`config.mk`:
```
export PLATFORM = sky130hd
export DESIGN_NAME = lsu_top
export DESIGN_NICKNAME = d
export VERILOG_FILES = /design/src/verilog/lsu_pkg.sv /design/src/verilog/mem_bus_pkg.sv /design/src/verilog/lsu_issue.sv /design/src/verilog/store_align.sv /design/src/verilog/write_channel.sv /design/src/verilog/read_channel.sv /design/src/verilog/load_extract.sv /design/src/verilog/lsu_top.sv
export SDC_FILE = /design/constraint.sdc
export NUM_CORES = 1
export LEC_CHECK = 0
export ABC_CLOCK_PERIOD_IN_PS = 4550
export BUFFER_PORTS_ARGS = -buffer_cell sky130_fd_sc_hd__clkbuf_2
export CAP_MARGIN = 5
export CORE_ASPECT_RATIO = 1.25
export CORE_MARGIN = 4
export CORE_UTILIZATION = 45
export CTS_BUF_LIST = sky130_fd_sc_hd__clkbuf_2 sky130_fd_sc_hd__clkbuf_4 sky130_fd_sc_hd__clkbuf_8
export DETAILED_ROUTE_END_ITERATION = 6
export GPL_TIMING_DRIVEN = 1
export PLACE_DENSITY = 0.74
export SYNTH_ARGS = -nofsm -noshare
export SYNTH_HDL_FRONTEND = slang
export SYNTH_SLANG_ARGS = --single-unit
export TNS_END_PERCENT = 100
```
`constraint.sdc`:
```
create_clock -name clock -period 4.55 [get_ports clock]
set_input_delay 0.6825 -clock clock [delete_from_list [all_inputs] [get_ports clock]]
set_output_delay 0.6825 -clock clock [all_outputs]
set_load 0.02 [all_outputs]
```
`src/verilog/lsu_pkg.sv`:
```
package lsu_pkg;

	// word width for data and byte addresses
	localparam int XLEN = 32;
	localparam int REG_ADDR_W = 5;

	// access sizes in bytes, wide enough to add to a beat offset
	localparam logic [3:0] SIZE_BYTE = 4'd1;
	localparam logic [3:0] SIZE_HALF = 4'd2;
	localparam logic [3:0] SIZE_WORD = 4'd4;

	typedef enum logic [2:0] {
		OP_LB,
		OP_LBU,
		OP_LH,
		OP_LHU,
		OP_LW,
		OP_SB,
		OP_SH,
		OP_SW
	} mem_op_e;

	typedef logic [REG_ADDR_W-1:0] reg_addr_t;

	function automatic logic [3:0] op_size(mem_op_e op);
		case (op)
			OP_LB, OP_LBU, OP_SB: return SIZE_BYTE;
			OP_LH, OP_LHU, OP_SH: return SIZE_HALF;
			default: return SIZE_WORD;
		endcase
	endfunction

	function automatic logic op_is_store(mem_op_e op);
		return (op == OP_SB) || (op == OP_SH) || (op == OP_SW);
	endfunction

endpackage

```
`src/verilog/mem_bus_pkg.sv`:
```
package mem_bus_pkg;

	// one beat on the data bus
	localparam int BEAT_W = 64;
	localparam int STRB_W = 8;
	localparam int OFFSET_W = 3;
	localparam int BEAT_BYTES = 8;

	// write channel, suffix gives the beat
	typedef enum logic [2:0] {
		WR_IDLE0,
		WR_ADDR0,
		WR_DATA0,
		WR_RESP0,
		WR_IDLE1,
		WR_ADDR1,
		WR_DATA1,
		WR_RESP1
	} wr_state_e;

	// read channel, suffix gives the beat
	typedef enum logic [2:0] {
		RD_IDLE0,
		RD_ADDR0,
		RD_DATA0,
		RD_IDLE1,
		RD_ADDR1,
		RD_DATA1
	} rd_state_e;

endpackage

```
`src/verilog/lsu_issue.sv`:
```
`timescale 1ns/1ps

module lsu_issue (
	input  logic                               clock,
	input  logic                               reset,
	input  logic                               req_valid,
	input  lsu_pkg::mem_op_e                   req_op,
	input  logic [lsu_pkg::XLEN-1:0]           req_addr,
	input  logic [lsu_pkg::XLEN-1:0]           req_wdata,
	input  lsu_pkg::reg_addr_t                 req_rd,
	input  logic                               wr_done,
	input  logic                               rd_done,
	output logic                               req_ready,
	output lsu_pkg::mem_op_e                   op,
	output logic [mem_bus_pkg::OFFSET_W-1:0]   offset,
	output logic [lsu_pkg::XLEN-1:0]           store_data,
	output logic [lsu_pkg::XLEN-1:0]           beat_addr,
	output logic                               two_beats,
	output logic                               wr_start,
	output logic                               rd_start,
	output logic                               mem_done,
	output logic                               rf_wen,
	output lsu_pkg::reg_addr_t                 rf_waddr
);
	import lsu_pkg::*;
	import mem_bus_pkg::*;

	logic            busy;
	logic            accept;
	logic [XLEN-1:0] addr_q;
	logic [3:0]      access_end;

	assign req_ready = !busy;
	assign accept = req_valid && req_ready;

	// busy from accept until the done cycle, starts go out one cycle later
	always_ff @(posedge clock) begin
		if (reset) begin
			busy <= 1'b0;
			wr_start <= 1'b0;
			rd_start <= 1'b0;
		end else begin
			if (accept)
				busy <= 1'b1;
			else if (mem_done)
				busy <= 1'b0;
			wr_start <= accept && op_is_store(req_op);
			rd_start <= accept && !op_is_store(req_op);
		end
	end

	always_ff @(posedge clock) begin
		if (accept) begin
			op <= req_op;
			addr_q <= req_addr;
			store_data <= req_wdata;
			rf_waddr <= req_rd;
		end
	end

	// beat planning
	assign offset = addr_q[OFFSET_W-1:0];
	assign beat_addr = {addr_q[XLEN-1:OFFSET_W], {OFFSET_W{1'b0}}};
	assign access_end = {1'b0, offset} + op_size(op);
	assign two_beats = access_end > BEAT_BYTES;

	assign mem_done = wr_done || rd_done;
	assign rf_wen = rd_done;

	assert property (@(posedge clock) disable iff (reset) !(wr_start && rd_start));
	// a channel only finishes while a request is held
	assert property (@(posedge clock) disable iff (reset) mem_done |-> busy);

endmodule

```
`src/verilog/store_align.sv`:
```
`timescale 1ns/1ps

module store_align (
	input  lsu_pkg::mem_op_e                   op,
	input  logic [mem_bus_pkg::OFFSET_W-1:0]   offset,
	input  logic [lsu_pkg::XLEN-1:0]           store_data,
	output logic [mem_bus_pkg::BEAT_W-1:0]     beat0_wdata,
	output logic [mem_bus_pkg::BEAT_W-1:0]     beat1_wdata,
	output logic [mem_bus_pkg::STRB_W-1:0]     beat0_strb,
	output logic [mem_bus_pkg::STRB_W-1:0]     beat1_strb
);
	import lsu_pkg::*;
	import mem_bus_pkg::*;

	logic [2*BEAT_W-1:0] data_image;
	logic [2*STRB_W-1:0] strb_image;
	logic [STRB_W-1:0]   size_mask;

	// one strobe bit per byte of the access
	assign size_mask = (STRB_W'(1) << op_size(op)) - STRB_W'(1);

	// 16 byte lanes, lanes 8..15 belong to the second beat
	assign data_image = {{(2*BEAT_W-XLEN){1'b0}}, store_data} << {offset, 3'b000};
	assign strb_image = {{STRB_W{1'b0}}, size_mask} << offset;

	assign beat0_wdata = data_image[BEAT_W-1:0];
	assign beat1_wdata = data_image[2*BEAT_W-1:BEAT_W];
	assign beat0_strb = strb_image[STRB_W-1:0];
	assign beat1_strb = strb_image[2*STRB_W-1:STRB_W];

endmodule

```
`src/verilog/write_channel.sv`:
```
`timescale 1ns/1ps

module write_channel (
	input  logic                             clock,
	input  logic                             reset,
	input  logic                             wr_start,
	input  logic                             two_beats,
	input  logic [lsu_pkg::XLEN-1:0]         beat_addr,
	input  logic [mem_bus_pkg::BEAT_W-1:0]   beat0_wdata,
	input  logic [mem_bus_pkg::BEAT_W-1:0]   beat1_wdata,
	input  logic [mem_bus_pkg::STRB_W-1:0]   beat0_strb,
	input  logic [mem_bus_pkg::STRB_W-1:0]   beat1_strb,
	input  logic                             awready,
	input  logic                             wready,
	input  logic                             bvalid,
	output logic                             awvalid,
	output logic [lsu_pkg::XLEN-1:0]         awaddr,
	output logic                             wvalid,
	output logic [mem_bus_pkg::BEAT_W-1:0]   wdata,
	output logic [mem_bus_pkg::STRB_W-1:0]   wstrb,
	output logic                             bready,
	output logic                             wr_done
);
	import lsu_pkg::*;
	import mem_bus_pkg::*;

	wr_state_e state;
	wr_state_e state_next;
	logic      second_beat;

	always_ff @(posedge clock) begin
		if (reset)
			state <= WR_IDLE0;
		else
			state <= state_next;
	end

	always_comb begin
		state_next = state;
		case (state)
			WR_IDLE0: if (wr_start) state_next = WR_ADDR0;
			WR_ADDR0: if (awready) state_next = WR_DATA0;
			WR_DATA0: if (wready) state_next = WR_RESP0;
			WR_RESP0: if (bvalid) state_next = two_beats ? WR_IDLE1 : WR_IDLE0;
			// gap cycle before the upper beat
			WR_IDLE1: state_next = WR_ADDR1;
			WR_ADDR1: if (awready) state_next = WR_DATA1;
			WR_DATA1: if (wready) state_next = WR_RESP1;
			WR_RESP1: if (bvalid) state_next = WR_IDLE0;
			default: state_next = WR_IDLE0;
		endcase
	end

	// done one cycle after the last response handshake
	always_ff @(posedge clock) begin
		if (reset)
			wr_done <= 1'b0;
		else
			wr_done <= bvalid && ((state == WR_RESP0 && !two_beats) || state == WR_RESP1);
	end

	assign second_beat = state inside {WR_IDLE1, WR_ADDR1, WR_DATA1, WR_RESP1};

	assign awvalid = (state == WR_ADDR0) || (state == WR_ADDR1);
	assign wvalid = (state == WR_DATA0) || (state == WR_DATA1);
	assign bready = (state == WR_RESP0) || (state == WR_RESP1);
	assign awaddr = second_beat ? beat_addr + XLEN'(BEAT_BYTES) : beat_addr;
	assign wdata = second_beat ? beat1_wdata : beat0_wdata;
	assign wstrb = second_beat ? beat1_strb : beat0_strb;

	assert property (@(posedge clock) disable iff (reset)
		awvalid && !awready |=> awvalid && $stable(awaddr));
	assert property (@(posedge clock) disable iff (reset)
		wvalid && !wready |=> wvalid && $stable(wdata));

endmodule

```
`src/verilog/read_channel.sv`:
```
`timescale 1ns/1ps

module read_channel (
	input  logic                             clock,
	input  logic                             reset,
	input  logic                             rd_start,
	input  logic                             two_beats,
	input  logic [lsu_pkg::XLEN-1:0]         beat_addr,
	input  logic                             arready,
	input  logic                             rvalid,
	input  logic [mem_bus_pkg::BEAT_W-1:0]   rdata,
	output logic                             arvalid,
	output logic [lsu_pkg::XLEN-1:0]         araddr,
	output logic                             rready,
	output logic [mem_bus_pkg::BEAT_W-1:0]   beat0_data,
	output logic [mem_bus_pkg::BEAT_W-1:0]   beat1_data,
	output logic                             rd_done
);
	import lsu_pkg::*;
	import mem_bus_pkg::*;

	rd_state_e state;
	rd_state_e state_next;
	logic      second_beat;

	always_ff @(posedge clock) begin
		if (reset)
			state <= RD_IDLE0;
		else
			state <= state_next;
	end

	always_comb begin
		state_next = state;
		case (state)
			RD_IDLE0: if (rd_start) state_next = RD_ADDR0;
			RD_ADDR0: if (arready) state_next = RD_DATA0;
			RD_DATA0: if (rvalid) state_next = two_beats ? RD_IDLE1 : RD_IDLE0;
			RD_IDLE1: state_next = RD_ADDR1;
			RD_ADDR1: if (arready) state_next = RD_DATA1;
			RD_DATA1: if (rvalid) state_next = RD_IDLE0;
			default: state_next = RD_IDLE0;
		endcase
	end

	always_ff @(posedge clock) begin
		if (reset)
			rd_done <= 1'b0;
		else
			rd_done <= rvalid && ((state == RD_DATA0 && !two_beats) || state == RD_DATA1);
	end

	// each beat lands in its own register on the data handshake
	always_ff @(posedge clock) begin
		if (rvalid && rready && state == RD_DATA0)
			beat0_data <= rdata;
		if (rvalid && rready && state == RD_DATA1)
			beat1_data <= rdata;
	end

	assign second_beat = state inside {RD_IDLE1, RD_ADDR1, RD_DATA1};

	assign arvalid = (state == RD_ADDR0) || (state == RD_ADDR1);
	assign rready = (state == RD_DATA0) || (state == RD_DATA1);
	assign araddr = second_beat ? beat_addr + XLEN'(BEAT_BYTES) : beat_addr;

	assert property (@(posedge clock) disable iff (reset)
		arvalid && !arready |=> arvalid && $stable(araddr));

endmodule

```
`src/verilog/load_extract.sv`:
```
`timescale 1ns/1ps

module load_extract (
	input  lsu_pkg::mem_op_e                   op,
	input  logic [mem_bus_pkg::OFFSET_W-1:0]   offset,
	input  logic [mem_bus_pkg::BEAT_W-1:0]     beat0_data,
	input  logic [mem_bus_pkg::BEAT_W-1:0]     beat1_data,
	output logic [lsu_pkg::XLEN-1:0]           load_data
);
	import lsu_pkg::*;
	import mem_bus_pkg::*;

	logic [2*BEAT_W-1:0] lanes;
	logic [XLEN-1:0]     raw;

	// bytes from the offset onward, beat 1 supplies lanes 8..15
	assign lanes = {beat1_data, beat0_data} >> {offset, 3'b000};
	assign raw = lanes[XLEN-1:0];

	always_comb begin
		case (op)
			OP_LB: load_data = {{(XLEN-8){raw[7]}}, raw[7:0]};
			OP_LBU: load_data = {{(XLEN-8){1'b0}}, raw[7:0]};
			OP_LH: load_data = {{(XLEN-16){raw[15]}}, raw[15:0]};
			OP_LHU: load_data = {{(XLEN-16){1'b0}}, raw[15:0]};
			// full word, also what stores see
			default: load_data = raw;
		endcase
	end

endmodule

```
`src/verilog/lsu_top.sv`:
```
`timescale 1ns/1ps

module lsu_top (
	input  logic                             clock,
	input  logic                             reset,
	input  logic                             req_valid,
	input  lsu_pkg::mem_op_e                 req_op,
	input  logic [lsu_pkg::XLEN-1:0]         req_addr,
	input  logic [lsu_pkg::XLEN-1:0]         req_wdata,
	input  lsu_pkg::reg_addr_t               req_rd,
	input  logic                             awready,
	input  logic                             wready,
	input  logic                             bvalid,
	input  logic                             arready,
	input  logic                             rvalid,
	input  logic [mem_bus_pkg::BEAT_W-1:0]   rdata,
	output logic                             req_ready,
	output logic                             mem_done,
	output logic                             rf_wen,
	output lsu_pkg::reg_addr_t               rf_waddr,
	output logic [lsu_pkg::XLEN-1:0]         rf_wdata,
	output logic                             awvalid,
	output logic [lsu_pkg::XLEN-1:0]         awaddr,
	output logic                             wvalid,
	output logic [mem_bus_pkg::BEAT_W-1:0]   wdata,
	output logic [mem_bus_pkg::STRB_W-1:0]   wstrb,
	output logic                             bready,
	output logic                             arvalid,
	output logic [lsu_pkg::XLEN-1:0]         araddr,
	output logic                             rready
);
	import lsu_pkg::*;
	import mem_bus_pkg::*;

	mem_op_e               op;
	logic [OFFSET_W-1:0]   offset;
	logic [XLEN-1:0]       store_data;
	logic [XLEN-1:0]       beat_addr;
	logic                  two_beats;
	logic                  wr_start;
	logic                  rd_start;
	logic                  wr_done;
	logic                  rd_done;
	logic [BEAT_W-1:0]     beat0_wdata;
	logic [BEAT_W-1:0]     beat1_wdata;
	logic [STRB_W-1:0]     beat0_strb;
	logic [STRB_W-1:0]     beat1_strb;
	logic [BEAT_W-1:0]     beat0_data;
	logic [BEAT_W-1:0]     beat1_data;

	lsu_issue u_lsu_issue (
		.clock(clock), .reset(reset),
		.req_valid(req_valid), .req_op(req_op), .req_addr(req_addr),
		.req_wdata(req_wdata), .req_rd(req_rd),
		.wr_done(wr_done), .rd_done(rd_done), .req_ready(req_ready),
		.op(op), .offset(offset), .store_data(store_data), .beat_addr(beat_addr),
		.two_beats(two_beats), .wr_start(wr_start), .rd_start(rd_start),
		.mem_done(mem_done), .rf_wen(rf_wen), .rf_waddr(rf_waddr)
	);

	store_align u_store_align (
		.op(op), .offset(offset), .store_data(store_data),
		.beat0_wdata(beat0_wdata), .beat1_wdata(beat1_wdata),
		.beat0_strb(beat0_strb), .beat1_strb(beat1_strb)
	);

	write_channel u_write_channel (
		.clock(clock), .reset(reset), .wr_start(wr_start), .two_beats(two_beats),
		.beat_addr(beat_addr), .beat0_wdata(beat0_wdata), .beat1_wdata(beat1_wdata),
		.beat0_strb(beat0_strb), .beat1_strb(beat1_strb),
		.awready(awready), .wready(wready), .bvalid(bvalid),
		.awvalid(awvalid), .awaddr(awaddr), .wvalid(wvalid), .wdata(wdata),
		.wstrb(wstrb), .bready(bready), .wr_done(wr_done)
	);

	read_channel u_read_channel (
		.clock(clock), .reset(reset), .rd_start(rd_start), .two_beats(two_beats),
		.beat_addr(beat_addr), .arready(arready), .rvalid(rvalid), .rdata(rdata),
		.arvalid(arvalid), .araddr(araddr), .rready(rready),
		.beat0_data(beat0_data), .beat1_data(beat1_data), .rd_done(rd_done)
	);

	load_extract u_load_extract (
		.op(op), .offset(offset), .beat0_data(beat0_data), .beat1_data(beat1_data),
		.load_data(rf_wdata)
	);

endmodule

```
==> parameters.txt <==
Parameter                              Value

Floorplanning
  Starting density of the core ... 0.4557
  Horizontal die dimension ... 144.2 um
  Die H ... 178.2 um
  Core Rows ... 62
  Standard cell core area ... 22880 um^2
  Die outline area ... 25690 um^2
  Total I/O pin count ... 325

Place
  Placed standard-cell area ... 12170 um^2
  Hpwl dp ... 23170 um
  Port Buf Inserts ... 318
  Final estimated routing congestion in global placement ... 1.012

Timing
  Worst Tran Pin Value ... 1023 ps
  Final critical path time including I/O delays and setup ... 4055 ps
  Final count of negative-setup-slack endpoints ... 0
  RSZ-0062 raised after global routing ... false
  Ratio of final minimum period to clock period ... 0.8911
  Highest attainable clock frequency ... 0.2466 GHz
  Setup clock skew after layout ... 16.94 ps
  Number of failing hold endpoints at the final stage ... 0
  Post-route setup TNS ... 0 ps
  Final slew viol count ... 0
  Slew margin rel. ... 0.3158

Clocking
  Clock insertion delay at the later pin of the skew report ... 490 ps
  PostCTS Resize Cnt ... 0
  CTS clock-pin slew for the worst setup and hold paths ... 110 ps
  Maximum root-to-sink buffer count ... 2
  CTS sink count ... 171
  Count of hold-fix buffers inserted at cts ... 0
  Clock tree root buffer cell ... clkbuf_8
  TritonCTS clock tree ... yes
  Level count of the clock H-tree ... 4
  Post-CTS Setup Inserts ... 0
  Cts bufs inserted ... 17

Global routing
  Grt ovf ... 0
  Number of global-route vias before repair ... 8553
  Number of antenna violations at the first check in global routing ... 3
  First-pass GRT wire length ... 46670 um
  Maximum number of pins on one net before global-route repair ... 54
  Global Route Usage Sum ... 0.2371

Run status
  Run status ... complete, no violations

Setup path
  Arrival time worst endpoint ... 3370 ps
  CP startpoint kind ... register
  Top fanout value on the critical path ... 18
  Critical-path cell with the highest stage delay ... edfxtp_1
  CP endpoint kind ... output pin
  Top cell family by delay on the critical path ... compound AO/OA/AOI/OAI gates
  Delay of the slowest critical-path stage ... 1020 ps
  Type of the worst setup path ... reg2out
  Data required time at the worst endpoint ... 3870 ps
  Critical path, cell by cell ... mux2_2, o22ai_1, a221o_1, o41ai_4, a21o_1, clkbuf_2
  Buf+Inv Stages, Crit Path ... 1

Yosys
  Cell area after synthesis ... 10430 um^2
  Number of different library cells in the post-synthesis netlist ... 61
  Post-synthesis instance total ... 880
  Primary flip-flop cell chosen by synthesis mapping ... edfxtp_1
  Biggest area consumer among synthesized cells ... edfxtp_1
  Share of synthesized flip-flops with an asynchronous set or reset ... 0
  Synth Warn # ... 0
  Sequential fraction of the synthesis area ... 0.4818
  Number of synthesized register bits ... 171
  Number of synthesized flops with an enable pin ... 160
  Synth top area cells ... edfxtp_1 (46%), mux4_2 (10%), mux2i_1 (4.4%)
  Share of Yosys cell area claimed by the top area cell type ... 0.4607
  Post-synthesis average cell area ... 11.85 um^2

Hold path
  Worst hold path type ... in2reg

Drt
  Initial drt markers ... 540
  Count of vias placed by the detailed router ... 8558
  Routed Wire Length ... 30710 um
  WL/cell ... 20.88 um
  Post-route DRC ... 0
  Vias per Instance ... 5.818
  Antenna-violating nets left ... 0
  First drt pass iteration count ... 5

Power and ir drop
  Pwr Density ... 313.1 nW/um^2
  Leakage component of the power ... 0.005259 uW
  Worst ir drop on vdd ... 0.1935 mV

Finish
  Post-route design area ... 12600 um^2
  Layout cell share with drive strength beyond 1 ... 0.3909
  Nets@finish ... 1323
  Layout overhead on the synthesized area ... 20.84%

Job
  Max capacitance violation total ... 0
## path summary, 6_finish.rpt
path,startpoint,cells past startpoint,slack [ps],end
max,u_lsu_issue.addr_q[0],6,500,rf_wdata[22]
min,req_addr[23],1,360,u_lsu_issue.addr_q[23]
max reg2reg,u_lsu_issue.op[2],12,940,u_read_channel.state[0]
min reg2reg,u_write_channel.state[1],2,520,u_write_channel.state[1]
## layout by cell type (no fill, tap or decap), types with 11 or more instances in the layout
cell type and count:
a21o_1 18, a21oi_1 21, a22o_1 40, buf_4 14
clkbuf_2 318, clkbuf_8 17, dfxtp_1 11, edfxtp_1 160
inv_1 21, mux2_2 36, mux2i_1 46, mux4_2 47
nand2_1 96, nand3_1 19, nand4_1 16, nor2_1 63
nor2b_1 12, o21ai_0 55, o22ai_1 11, xnor2_1 42
xor2_1 16
## registers in the layout, indices dropped and copies added, names as in the netlist
register                   count
u_lsu_issue.addr_q            32
u_lsu_issue.busy               1
u_lsu_issue.op                 3
u_lsu_issue.rd_start           1
u_lsu_issue.rf_waddr           5
u_lsu_issue.store_data        32
u_lsu_issue.wr_start           1
u_read_channel.beat0_data     64
u_read_channel.beat1_data     24
u_read_channel.rd_done         1
u_read_channel.state           3
u_write_channel.state          3
u_write_channel.wr_done        1
## Yosys cell counts (18+ instances only)
| cell type | count |
|---|---|
| clkbuf_1 | 22 |
| nand2_1 | 96 |
| edfxtp_1 | 160 |
| mux2_2 | 36 |
| a21oi_1 | 21 |
| mux2i_1 | 46 |
| inv_1 | 21 |
| mux4_2 | 47 |
| nand3_1 | 19 |
| xnor2_1 | 42 |
| buf_2 | 22 |
| a21o_1 | 18 |
| o21ai_0 | 55 |
| a22o_1 | 40 |
| nor2_1 | 63 |
## final cells by class
class / instances / area [um^2]
repair buffers: 334 / 1737
well taps: 288 / 360.3
diodes: 1 / 2.502
inverters: 21 / 78.83
flip-flops and latches: 171 / 5025
multi-input cells: 624 / 4967
fillers: 1937 / 10280
clock buffers: 17 / 234.0
clock inverters: 15 / 197.7
## worst reg2reg max path: cells and delay by family, from the launching register on
kind,cells,cell delay [ps]
compound gates,5,1360
fa+ha+maj,3,1090
flops,1,350
buf+inv,3,610
simple gates,1,90
## per-layer routing
layer | track usage | part of all wire
met1 | 0.2787 | 0.36
met2 | 0.4055 | 0.51
met3 | 0.06543 | 0.080
met4 | 0.1026 | 0.045
met5 | 0 | 0.00088
## report_power, final
group	total (uW)	internal, uW	leakage (uW)	switching, uW
sequential	1890	1810	0.00157	87.4
combinational	884	353	0.00347	531
clock	1170	519	0.000215	649
total	3950	2680	0.00526	1270
## logic make-up after synthesis
kind of cell | after synthesis | share of synthesized area
AO/OA/AOI/OAI | 169 | 0.1110
XOR/XNOR | 58 | 0.04871
adder cells (fa/ha/maj) | 10 | 0.01272
buffers and inverters | 90 | 0.04451
flip-flops | 171 | 0.4818
multiplexers | 129 | 0.1845
other | 1 | 0.0003596
AND/OR/NAND/NOR | 252 | 0.1164
## metrics by stage
step	instances	total power (uW)	util	setup WS (ps)	hold slack [ps]
final	1471	3946	0.5507	495.5	361.9
after global routing	1471	4130	0.5507	299.7	328.5
after CTS	1470	3971	0.5506	459.9	328.6
after detailed placement	1438	2810	0.5317	919.6	507.7
after global placement	1438	2794	0.5317	1044	490.7
after floorplan	885	2511	-	110.3	473.6
Power figures use the tool's default switching activity.
